File: src/hdl/ldu_pkg.sv
// shared widths, vector types and port structs for the load launch pipeline
package ldu_pkg;

    // ------------------------------------------------
    // widths
    parameter int VPN_W          = 20;
    parameter int PPN_W          = 22;
    parameter int PO_WORD_W      = 10;
    parameter int PA_WORD_W      = PPN_W + PO_WORD_W;
    parameter int VA_W           = 32;
    parameter int WORD_W         = 32;
    parameter int CQ_INDEX_W     = 3;
    parameter int PR_W           = 7;
    parameter int ROB_INDEX_W    = 7;
    parameter int DCACHE_INDEX_W = 7;
    parameter int DCACHE_OFFSET_W = 5;
    parameter int DCACHE_TAG_W   = 22;
    parameter int DCACHE_WAYS    = 2;
    // word-address bit that picks the dcache bank
    parameter int DCACHE_BANK_BIT = 3;

    // ------------------------------------------------
    // vector types
    typedef logic [VPN_W-1:0]           vpn_t;
    typedef logic [PPN_W-1:0]           ppn_t;
    typedef logic [PO_WORD_W-1:0]       po_word_t;
    typedef logic [PA_WORD_W-1:0]       pa_word_t;
    typedef logic [VA_W-1:0]            va_t;
    typedef logic [WORD_W-1:0]          word_t;
    typedef logic [3:0]                 byte_mask_t;
    // op[1] word, op[0] half, op[2] unsigned
    typedef logic [3:0]                 load_op_t;
    typedef logic [CQ_INDEX_W-1:0]      cq_index_t;
    typedef logic [PR_W-1:0]            pr_t;
    typedef logic [ROB_INDEX_W-1:0]     rob_index_t;
    typedef logic [DCACHE_INDEX_W-1:0]  dcache_index_t;
    typedef logic [DCACHE_OFFSET_W-1:0] dcache_offset_t;
    typedef logic [DCACHE_TAG_W-1:0]    dcache_tag_t;

    // ------------------------------------------------
    // port structs
    typedef struct packed {
        vpn_t       vpn;
        po_word_t   po_word;
        byte_mask_t byte_mask;
        cq_index_t  cq_index;
    } first_try_t;

    typedef struct packed {
        word_t     data;
        cq_index_t cq_index;
    } data_try_t;

    typedef struct packed {
        vpn_t      vpn;
        cq_index_t cq_index;
    } dtlb_req_t;

    typedef struct packed {
        logic hit;
        ppn_t ppn;
        logic page_fault;
        logic access_fault;
    } dtlb_resp_t;

    typedef struct packed {
        dcache_offset_t block_offset;
        dcache_index_t  index;
        cq_index_t      cq_index;
    } dcache_req_t;

    typedef struct packed {
        logic [DCACHE_WAYS-1:0]        valid_by_way;
        dcache_tag_t [DCACHE_WAYS-1:0] tag_by_way;
        word_t [DCACHE_WAYS-1:0]       data_by_way;
    } dcache_resp_t;

    typedef struct packed {
        load_op_t   op;
        pr_t        dest_pr;
        rob_index_t rob_index;
    } cq_grab_t;

    typedef struct packed {
        logic       is_data;
        logic       dtlb_hit;
        logic       dcache_hit;
        logic       page_fault;
        logic       access_fault;
        logic       do_wb;
        logic       do_exception;
        load_op_t   op;
        pr_t        dest_pr;
        rob_index_t rob_index;
        pa_word_t   pa_word;
        byte_mask_t byte_mask;
        word_t      data;
        cq_index_t  cq_index;
    } ret_entry_t;

    typedef struct packed {
        word_t      data;
        pr_t        pr;
        rob_index_t rob_index;
    } wb_t;

    typedef struct packed {
        va_t        va;
        logic       page_fault;
        logic       access_fault;
        rob_index_t rob_index;
    } rob_exception_t;

    typedef struct packed {
        logic       wb_sent;
        cq_index_t  cq_index;
        logic       dtlb_hit;
        logic       page_fault;
        logic       access_fault;
        logic       dcache_hit;
        pa_word_t   pa_word;
        byte_mask_t byte_mask;
        word_t      data;
    } cq_ret_t;

endpackage

File: src/hdl/ldu_launch_pipeline.sv
// load unit launch pipeline top: request, response and return stages in a row
`timescale 1ns/100ps

module ldu_launch_pipeline (
    input  logic                     CLK,
    input  logic                     nRST,
    input  logic                     first_try_valid,
    input  ldu_pkg::first_try_t      first_try,
    output logic                     first_try_ack,
    input  logic                     data_try_valid,
    input  ldu_pkg::data_try_t       data_try,
    output logic                     data_try_ack,
    output logic                     dtlb_req_valid,
    output ldu_pkg::dtlb_req_t       dtlb_req,
    input  logic                     dtlb_req_ready,
    input  ldu_pkg::dtlb_resp_t      dtlb_resp,
    output logic                     dcache_req_valid,
    output ldu_pkg::dcache_req_t     dcache_req,
    input  logic                     dcache_req_ready,
    input  ldu_pkg::dcache_resp_t    dcache_resp,
    output ldu_pkg::cq_index_t       cq_grab_index,
    input  ldu_pkg::cq_grab_t        cq_grab,
    output logic                     wb_valid,
    output ldu_pkg::wb_t             wb,
    input  logic                     wb_ready,
    output logic                     rob_exception_valid,
    output ldu_pkg::rob_exception_t  rob_exception,
    input  logic                     rob_exception_ready,
    output logic                     cq_ret_valid,
    output ldu_pkg::cq_ret_t         cq_ret
);

    // return-stage stall holds everything upstream
    logic                 stall;
    logic                 ret_valid;
    ldu_pkg::ret_entry_t  ret_entry;

    ldu_req_arbiter u_req (
        .first_try_valid  (first_try_valid),
        .first_try        (first_try),
        .data_try_valid   (data_try_valid),
        .data_try         (data_try),
        .stall            (stall),
        .dtlb_req_ready   (dtlb_req_ready),
        .dcache_req_ready (dcache_req_ready),
        .first_try_ack    (first_try_ack),
        .data_try_ack     (data_try_ack),
        .dtlb_req_valid   (dtlb_req_valid),
        .dtlb_req         (dtlb_req),
        .dcache_req_valid (dcache_req_valid),
        .dcache_req       (dcache_req)
    );

    ldu_resp_stage u_resp (
        .CLK           (CLK),
        .nRST          (nRST),
        .first_try_ack (first_try_ack),
        .data_try_ack  (data_try_ack),
        .first_try     (first_try),
        .data_try      (data_try),
        .dtlb_resp     (dtlb_resp),
        .dcache_resp   (dcache_resp),
        .cq_grab       (cq_grab),
        .stall         (stall),
        .cq_grab_index (cq_grab_index),
        .ret_valid     (ret_valid),
        .ret_entry     (ret_entry)
    );

    ldu_ret_stage u_ret (
        .CLK                 (CLK),
        .nRST                (nRST),
        .resp_valid          (ret_valid),
        .resp_entry          (ret_entry),
        .wb_ready            (wb_ready),
        .rob_exception_ready (rob_exception_ready),
        .stall               (stall),
        .wb_valid            (wb_valid),
        .wb                  (wb),
        .rob_exception_valid (rob_exception_valid),
        .rob_exception       (rob_exception),
        .cq_ret_valid        (cq_ret_valid),
        .cq_ret              (cq_ret)
    );

endmodule

File: src/hdl/ldu_load_align.sv
// load result alignment: selects bytes by op and mask and extends them
`timescale 1ns/100ps

module ldu_load_align (
    input  ldu_pkg::load_op_t   op,
    input  ldu_pkg::byte_mask_t byte_mask,
    input  logic                is_data,
    input  ldu_pkg::word_t      data,
    output ldu_pkg::word_t      wb_data
);

    logic [15:0] half;
    logic [7:0]  byte_sel;

    always_comb begin
        // half select, mask 1100 / 0110 / 0011
        if (~byte_mask[1]) begin
            half = data[31:16];
        end else if (~byte_mask[0]) begin
            half = data[23:8];
        end else begin
            half = data[15:0];
        end

        // byte of the highest set mask bit
        if (byte_mask[3]) begin
            byte_sel = data[31:24];
        end else if (byte_mask[2]) begin
            byte_sel = data[23:16];
        end else if (byte_mask[1]) begin
            byte_sel = data[15:8];
        end else begin
            byte_sel = data[7:0];
        end

        if (is_data | op[1]) begin
            wb_data = data;
        end else if (op[0]) begin
            wb_data = {{16{~op[2] & half[15]}}, half};
        end else begin
            wb_data = {{24{~op[2] & byte_sel[7]}}, byte_sel};
        end
    end

endmodule

File: src/hdl/ldu_req_arbiter.sv
// request stage: picks first or data try, acks it, issues dtlb and dcache requests
`timescale 1ns/100ps

module ldu_req_arbiter (
    input  logic                   first_try_valid,
    input  ldu_pkg::first_try_t    first_try,
    input  logic                   data_try_valid,
    input  ldu_pkg::data_try_t     data_try,
    input  logic                   stall,
    input  logic                   dtlb_req_ready,
    input  logic                   dcache_req_ready,
    output logic                   first_try_ack,
    output logic                   data_try_ack,
    output logic                   dtlb_req_valid,
    output ldu_pkg::dtlb_req_t     dtlb_req,
    output logic                   dcache_req_valid,
    output ldu_pkg::dcache_req_t   dcache_req
);

    // --------------------------------------------------
    // priority and ack

    always_comb begin
        // first try needs both request ports free
        first_try_ack = first_try_valid & ~stall & dtlb_req_ready & dcache_req_ready;
        data_try_ack  = data_try_valid & ~stall & ~first_try_ack;
    end

    // --------------------------------------------------
    // dtlb and dcache requests

    always_comb begin
        dtlb_req_valid   = first_try_ack;
        dtlb_req.vpn      = first_try.vpn;
        dtlb_req.cq_index = first_try.cq_index;

        dcache_req_valid = first_try_ack;
        // word bits below the bank bit, then byte bits
        dcache_req.block_offset = {first_try.po_word[ldu_pkg::DCACHE_BANK_BIT-1:0], 2'b00};
        // set index sits above the bank bit, top index bit is zero within a page
        dcache_req.index = ldu_pkg::dcache_index_t'(
            first_try.po_word[ldu_pkg::PO_WORD_W-1:ldu_pkg::DCACHE_BANK_BIT+1]);
        dcache_req.cq_index = first_try.cq_index;
    end

endmodule

File: src/hdl/ldu_resp_stage.sv
// response stage: holds the launched try, merges dtlb/dcache responses and cq info
`timescale 1ns/100ps

module ldu_resp_stage (
    input  logic                   CLK,
    input  logic                   nRST,
    input  logic                   first_try_ack,
    input  logic                   data_try_ack,
    input  ldu_pkg::first_try_t    first_try,
    input  ldu_pkg::data_try_t     data_try,
    input  ldu_pkg::dtlb_resp_t    dtlb_resp,
    input  ldu_pkg::dcache_resp_t  dcache_resp,
    input  ldu_pkg::cq_grab_t      cq_grab,
    input  logic                   stall,
    output ldu_pkg::cq_index_t     cq_grab_index,
    output logic                   ret_valid,
    output ldu_pkg::ret_entry_t    ret_entry
);

    logic                   stage_valid;
    logic                   stage_is_data;
    ldu_pkg::first_try_t    stage_first;
    ldu_pkg::data_try_t     stage_data;

    logic                   first_cycle;
    ldu_pkg::dtlb_resp_t    saved_dtlb;
    ldu_pkg::dcache_resp_t  saved_dcache;
    ldu_pkg::dtlb_resp_t    sel_dtlb;
    ldu_pkg::dcache_resp_t  sel_dcache;

    logic                   dtlb_hit;
    logic                   page_fault;
    logic                   access_fault;
    ldu_pkg::ppn_t          ppn;
    ldu_pkg::pa_word_t      pa_word;
    ldu_pkg::dcache_tag_t   pa_tag;
    logic [ldu_pkg::DCACHE_WAYS-1:0] way_match;

    // --------------------------------------------------
    // stage register

    always_ff @(posedge CLK, negedge nRST) begin
        if (~nRST) begin
            stage_valid   <= 1'b0;
            stage_is_data <= 1'b0;
        end else if (~stall) begin
            stage_valid   <= first_try_ack | data_try_ack;
            stage_is_data <= data_try_ack;
        end
    end

    always_ff @(posedge CLK) begin
        if (~stall) begin
            stage_first <= first_try;
            stage_data  <= data_try;
        end
    end

    // --------------------------------------------------
    // saved responses, live only in the first cycle of an entry

    always_ff @(posedge CLK, negedge nRST) begin
        if (~nRST) begin
            first_cycle <= 1'b1;
        end else begin
            first_cycle <= ~stall;
        end
    end

    always_ff @(posedge CLK) begin
        if (first_cycle) begin
            saved_dtlb   <= dtlb_resp;
            saved_dcache <= dcache_resp;
        end
    end

    assign sel_dtlb   = first_cycle ? dtlb_resp : saved_dtlb;
    assign sel_dcache = first_cycle ? dcache_resp : saved_dcache;

    // --------------------------------------------------
    // translation and tag match

    assign cq_grab_index = stage_is_data ? stage_data.cq_index : stage_first.cq_index;

    always_comb begin
        dtlb_hit     = stage_is_data | sel_dtlb.hit;
        page_fault   = ~stage_is_data & sel_dtlb.page_fault;
        access_fault = ~stage_is_data & sel_dtlb.access_fault;

        // faulting loads carry the VPN so the VA can be rebuilt
        if (sel_dtlb.hit & ~page_fault & ~access_fault) begin
            ppn = sel_dtlb.ppn;
        end else begin
            ppn = ldu_pkg::ppn_t'(stage_first.vpn);
        end
        pa_word = {ppn, stage_first.po_word};
        pa_tag  = pa_word[ldu_pkg::PA_WORD_W-1 -: ldu_pkg::DCACHE_TAG_W];

        for (int way = 0; way < ldu_pkg::DCACHE_WAYS; way++) begin
            way_match[way] = sel_dcache.valid_by_way[way]
                & (sel_dcache.tag_by_way[way] == pa_tag);
        end
    end

    // --------------------------------------------------
    // entry for the return stage

    always_comb begin
        ret_entry.is_data      = stage_is_data;
        ret_entry.dtlb_hit     = dtlb_hit;
        ret_entry.dcache_hit   = dtlb_hit & (|way_match);
        ret_entry.page_fault   = page_fault;
        ret_entry.access_fault = access_fault;
        ret_entry.do_wb = stage_is_data
            | (dtlb_hit & (|way_match) & ~page_fault & ~access_fault);
        ret_entry.do_exception = dtlb_hit & (page_fault | access_fault);
        ret_entry.op           = cq_grab.op;
        ret_entry.dest_pr      = cq_grab.dest_pr;
        ret_entry.rob_index    = cq_grab.rob_index;
        ret_entry.pa_word      = pa_word;
        ret_entry.byte_mask    = stage_first.byte_mask;
        ret_entry.cq_index     = cq_grab_index;

        if (stage_is_data) begin
            ret_entry.data = stage_data.data;
        end else if (way_match[1]) begin
            ret_entry.data = sel_dcache.data_by_way[1];
        end else begin
            ret_entry.data = sel_dcache.data_by_way[0];
        end
    end

    assign ret_valid = stage_valid;

    // a line lives in at most one way of the set
    a_single_way: assert property (@(posedge CLK) disable iff (!nRST)
        stage_valid && !stage_is_data |-> !(&way_match));

endmodule

File: src/hdl/ldu_ret_stage.sv
// return stage: drives writeback, ROB exception and cq return, stalls on back-pressure
`timescale 1ns/100ps

module ldu_ret_stage (
    input  logic                     CLK,
    input  logic                     nRST,
    input  logic                     resp_valid,
    input  ldu_pkg::ret_entry_t      resp_entry,
    input  logic                     wb_ready,
    input  logic                     rob_exception_ready,
    output logic                     stall,
    output logic                     wb_valid,
    output ldu_pkg::wb_t             wb,
    output logic                     rob_exception_valid,
    output ldu_pkg::rob_exception_t  rob_exception,
    output logic                     cq_ret_valid,
    output ldu_pkg::cq_ret_t         cq_ret
);

    logic                 stage_valid;
    ldu_pkg::ret_entry_t  entry;
    logic                 perform;
    ldu_pkg::word_t       wb_data;
    logic [1:0]           va_low;

    // --------------------------------------------------
    // stage register

    always_ff @(posedge CLK, negedge nRST) begin
        if (~nRST) begin
            stage_valid <= 1'b0;
        end else if (~stall) begin
            stage_valid <= resp_valid;
        end
    end

    always_ff @(posedge CLK) begin
        if (~stall) begin
            entry <= resp_entry;
        end
    end

    // --------------------------------------------------
    // perform and stall

    always_comb begin
        perform = stage_valid
            & ~(entry.do_wb & ~wb_ready)
            & ~(entry.do_exception & ~rob_exception_ready);
        stall = stage_valid & ~perform;
    end

    ldu_load_align u_align (
        .op        (entry.op),
        .byte_mask (entry.byte_mask),
        .is_data   (entry.is_data),
        .data      (entry.data),
        .wb_data   (wb_data)
    );

    // byte index of the lowest set mask bit
    always_comb begin
        if (entry.byte_mask[0]) begin
            va_low = 2'd0;
        end else if (entry.byte_mask[1]) begin
            va_low = 2'd1;
        end else if (entry.byte_mask[2]) begin
            va_low = 2'd2;
        end else if (entry.byte_mask[3]) begin
            va_low = 2'd3;
        end else begin
            va_low = 2'd0;
        end
    end

    // --------------------------------------------------
    // output ports

    always_comb begin
        wb_valid     = entry.do_wb & perform;
        wb.data      = wb_data;
        wb.pr        = entry.dest_pr;
        wb.rob_index = entry.rob_index;

        rob_exception_valid        = entry.do_exception & perform;
        rob_exception.va           = {entry.pa_word[29:0], va_low};
        rob_exception.page_fault   = entry.page_fault;
        rob_exception.access_fault = entry.access_fault;
        rob_exception.rob_index    = entry.rob_index;

        cq_ret_valid        = perform;
        cq_ret.wb_sent      = entry.do_wb;
        cq_ret.cq_index     = entry.cq_index;
        cq_ret.dtlb_hit     = entry.dtlb_hit;
        cq_ret.page_fault   = entry.page_fault;
        cq_ret.access_fault = entry.access_fault;
        cq_ret.dcache_hit   = entry.dcache_hit;
        cq_ret.pa_word      = entry.pa_word;
        cq_ret.byte_mask    = entry.byte_mask;
        cq_ret.data         = entry.data;
    end

    // response stage decides one action per load
    a_wb_xor_exc: assert property (@(posedge CLK) disable iff (!nRST)
        stage_valid |-> !(entry.do_wb && entry.do_exception));

endmodule

File: config.mk
export PLATFORM = sky130hd
export DESIGN_NAME = ldu_launch_pipeline
export DESIGN_NICKNAME = d
export VERILOG_FILES = /design/src/hdl/ldu_pkg.sv /design/src/hdl/ldu_launch_pipeline.sv /design/src/hdl/ldu_load_align.sv /design/src/hdl/ldu_req_arbiter.sv /design/src/hdl/ldu_resp_stage.sv /design/src/hdl/ldu_ret_stage.sv
export SDC_FILE = /design/constraint.sdc
export NUM_CORES = 1
export LEC_CHECK = 0
export BUFFER_PORTS_ARGS = -buffer_cell sky130_fd_sc_hd__buf_2
export CAP_MARGIN = 20
export CORE_ASPECT_RATIO = 0.8
export CORE_UTILIZATION = 36
export CTS_CLUSTER_DIAMETER = 150
export DETAILED_ROUTE_END_ITERATION = 7
export HOLD_SLACK_MARGIN = 0.05
export SLEW_MARGIN = 20
export SYNTH_ARGS = -nofsm -noshare
export SYNTH_HDL_FRONTEND = slang
export SYNTH_SLANG_ARGS = --single-unit
File: constraint.sdc
create_clock -name CLK -period 13.12 [get_ports CLK]
set_clock_uncertainty 0.15 [all_clocks]
set_input_delay 2.624 -clock CLK [delete_from_list [all_inputs] [get_ports CLK]]
set_output_delay 2.624 -clock CLK [all_outputs]
set_load 0.005 [all_outputs]
==> results.ini <==
[place]
place_area_um2=15390
dp.final_hpwl_mm=25.85
dp_slack_ps=5987
gp_congestion=0.7909
numPortBuffers=439

[timing]
post-route-worst-setup-slack_ps=6245
setup_viol=0
worstMarginPinSlew_ps=988.0
timing.fmax_mhz=145.5
maxSlewViolCount=0
hold_viol=0
timing.final.crit_share=0.5240
finalCriticalPeriod_ps=6875
relSlewSlack=0.3413
tns_ps=0
rsz0062_at_grt=false

[routing]
vias_per_cell=4.727
wl_per_cell_um=18.72
drc_errors=0
via_count=9308
first_pass_iters=4
wl_mm=36.87
ant_nets=0
drtIter0Drc=590

[clocking]
cts_resized=0
cts-root-buf=clkbuf_16
clk_path_buf_depth=3
clock_latency_ps=520
cts_setup_buffers=0
cts_hold_buf=0
cts_buffers=34
tritoncts=yes
path_clk_slew_ps=60
clock-sinks=306
cts_max_level=2

[layout]
nets=1674
final_common_cell=buf_2
layout_common_cells=buf_2, edfxtp_1, dfxtp_1, mux2_2, nand2_1
stdcell_area_um2=16430
layout-drive-gt1-share=0.4513
area_growth_pct=16.95

[worst_setup_path]
critPathArrivalTime_ps=4100
r2r_end=u_ret.cq_ret[11]
setup.worst_path.class=input port to primary output
cp_max_fo=54
cp-end-kind=primary output
rr_startpoint=u_resp.first_cycle
cp-start-kind=input port
cp-startpoint=wb_ready
worst_r2r_path_depth=9
r2r_slack_ps=7580
cp_data_required_time_ps=10350
cp-endpoint=dcache_req_valid

[pwr]
p_per_area_nw_per_um2=267.9
p_clk_frac=0.202
netSwitchingFraction=0.3609
power.leakage_nw=7.118
p_switching_w=0.001589
p_int_w=0.002813
p_comb_frac=0.381
seqPwrFrac=0.417
max-vdd-ir-drop_mv=0.1786

[floorplan]
die_width_um=222.9
rows=64
design.core.area_um2=38360
die_area_um2=39830
start_util=0.3663
ios=444
dieHeight_um=178.7

[yosys]
postSynthCellCount=1183
syn_avg_cell_area_um2=11.88
yosys.area_share.simple=0.07257
synth_top_family_by_area=multiplexers
ys_warn_count=0
yosysUniqueCellTypes=58
syn_area_um2=14050
synth-edff-count=167
synth_fa_ha_area_frac=0
synth_compound_area_frac=0.07854
ys_seq_area_frac=0.5565
async_reset_ff_frac=0.01307
synth_xor_area_frac=0.02431
synth_ff_type=edfxtp_1
synthMuxAreaShare=0.1372
ys_seq_elements=306

[grt]
antenna_found_initial=13
grt-ovfl-total=0
grt_first_pass_wirelength_mm=54.11
gr-usage-all-layers=0.1803
grt_start_max_net_pins=72
grt_pass1_vias=8979

[flow_run]
maxCapViolations=0

[outcome]
status=finished, final reports clean

[min_path]
hold_path.class=flip-flop to flip-flop

==> cells in the mapped netlist (7+ instances only) <==
cell type	instances	share of area
nor2_1	40	0.011
nor3_2	30	0.021
dfxtp_1	135	0.19
clkbuf_1	30	0.0080
nor3_1	8	0.0028
a21o_1	16	0.0085
a21oi_1	62	0.022
buf_4	177	0.095
mux2_2	117	0.094
buf_6	9	0.0072
buf_2	12	0.0043
edfxtp_1	167	0.36
nand2_1	74	0.020
nand2b_1	7	0.0031
o21ai_0	43	0.015
mux2i_1	56	0.040
o31ai_1	32	0.017
xnor2_1	29	0.018
inv_1	58	0.015
xor2_1	10	0.0062
==> state kept, by name (all words and copies together), names as in the netlist <==
signal / count
u_resp.saved_dcache: 110
u_ret.cq_ret: 76
u_resp.stage_data: 35
u_resp.saved_dtlb: 25
u_resp.stage_first: 23
u_resp.ret_entry: 14
u_ret.rob_exception: 7
u_ret.wb: 7
u_ret.entry: 5
u_resp.first_cycle: 1
u_resp.ret_valid: 1
u_resp.stage_is_data: 1
u_ret.stage_valid: 1
==> routing by layer <==
layer	global-route usage	routed length (um)
met1	0.2408	16700
met5	0	42
met4	0.04799	713
met2	0.2863	16940
met3	0.05129	2464
==> cells by family after synthesis <==
group	Yosys count
buffers and inverters	290
AOI/OAI and AO/OA	181
other	1
xor gates and xnor gates	39
DFF	306
muxes	176
and+or+nand+nor	190
==> power by group through the flow <==
| stage | clock, W | sequential (W) | combinational, W |
|---|---|---|---|
| after global routing | 0.000955 | 0.00189 | 0.00186 |
| after global placement | 0 | 0.00185 | 0.00167 |
| after CTS | 0.000917 | 0.00184 | 0.00170 |
| after floorplan | 0 | 0.00177 | 0.00140 |
| after detailed placement | 0 | 0.00186 | 0.00169 |
| final | 0.000887 | 0.00184 | 0.00168 |
==> worst min path at each step <==
| stage | startpoint | endpoint | slack (ps) | depth (start not counted) |
|---|---|---|---|---|
| finish | u_resp.ret_entry[43] | u_ret.cq_ret[40] | 270 | 0 |
| global route | u_resp.ret_entry[36] | u_ret.cq_ret[33] | 280 | 0 |
| CTS | u_resp.ret_entry[43] | u_ret.cq_ret[40] | 270 | 0 |
| detailed placement | u_resp.ret_entry[43] | u_ret.cq_ret[40] | 250 | 0 |
| global placement | u_resp.ret_entry[44] | u_ret.cq_ret[41] | 250 | 0 |
| floorplan | u_resp.ret_entry[35] | u_ret.cq_ret[32] | 250 | 0 |
==> through the flow <==
| step | instances | total power, W | hold slack, ps | utilization |
|---|---|---|---|---|
| 6_report | 1969 | 0.004402 | 267.3 | 0.4284 |
| 5_1_grt | 1965 | 0.004708 | 277.9 | 0.4281 |
| 4_1_cts | 1962 | 0.004460 | 268.3 | 0.4278 |
| 3_5_place_dp | 1900 | 0.003551 | 254.5 | 0.4012 |
| 3_3_place_gp | 1900 | 0.003517 | 251.1 | 0.4012 |
| 2_1_floorplan | 1185 | 0.003164 | 250.3 | - |
==> area by class of cell <==
| type | count | area, um2 |
|---|---|---|
| Clock buffer | 46 | 917.1 |
| Antenna cell | 7 | 17.52 |
| Clock inverter | 16 | 102.6 |
| Inverter | 58 | 217.7 |
| Tap cell | 495 | 619.3 |
| Timing Repair Buffer | 452 | 2295 |
| Multi-Input combinational cell | 589 | 4439 |
| Fill cell | 3632 | 21920 |
| Sequential cell | 306 | 7824 |
==> worst max-delay path: stages <==
cell and delay [ps]:
buf_2 70, o21ai_0 60, a21oi_1 240, nand2b_4 680, nor2b_1 270, buf_2 140
Power figures use the tool's default switching activity.
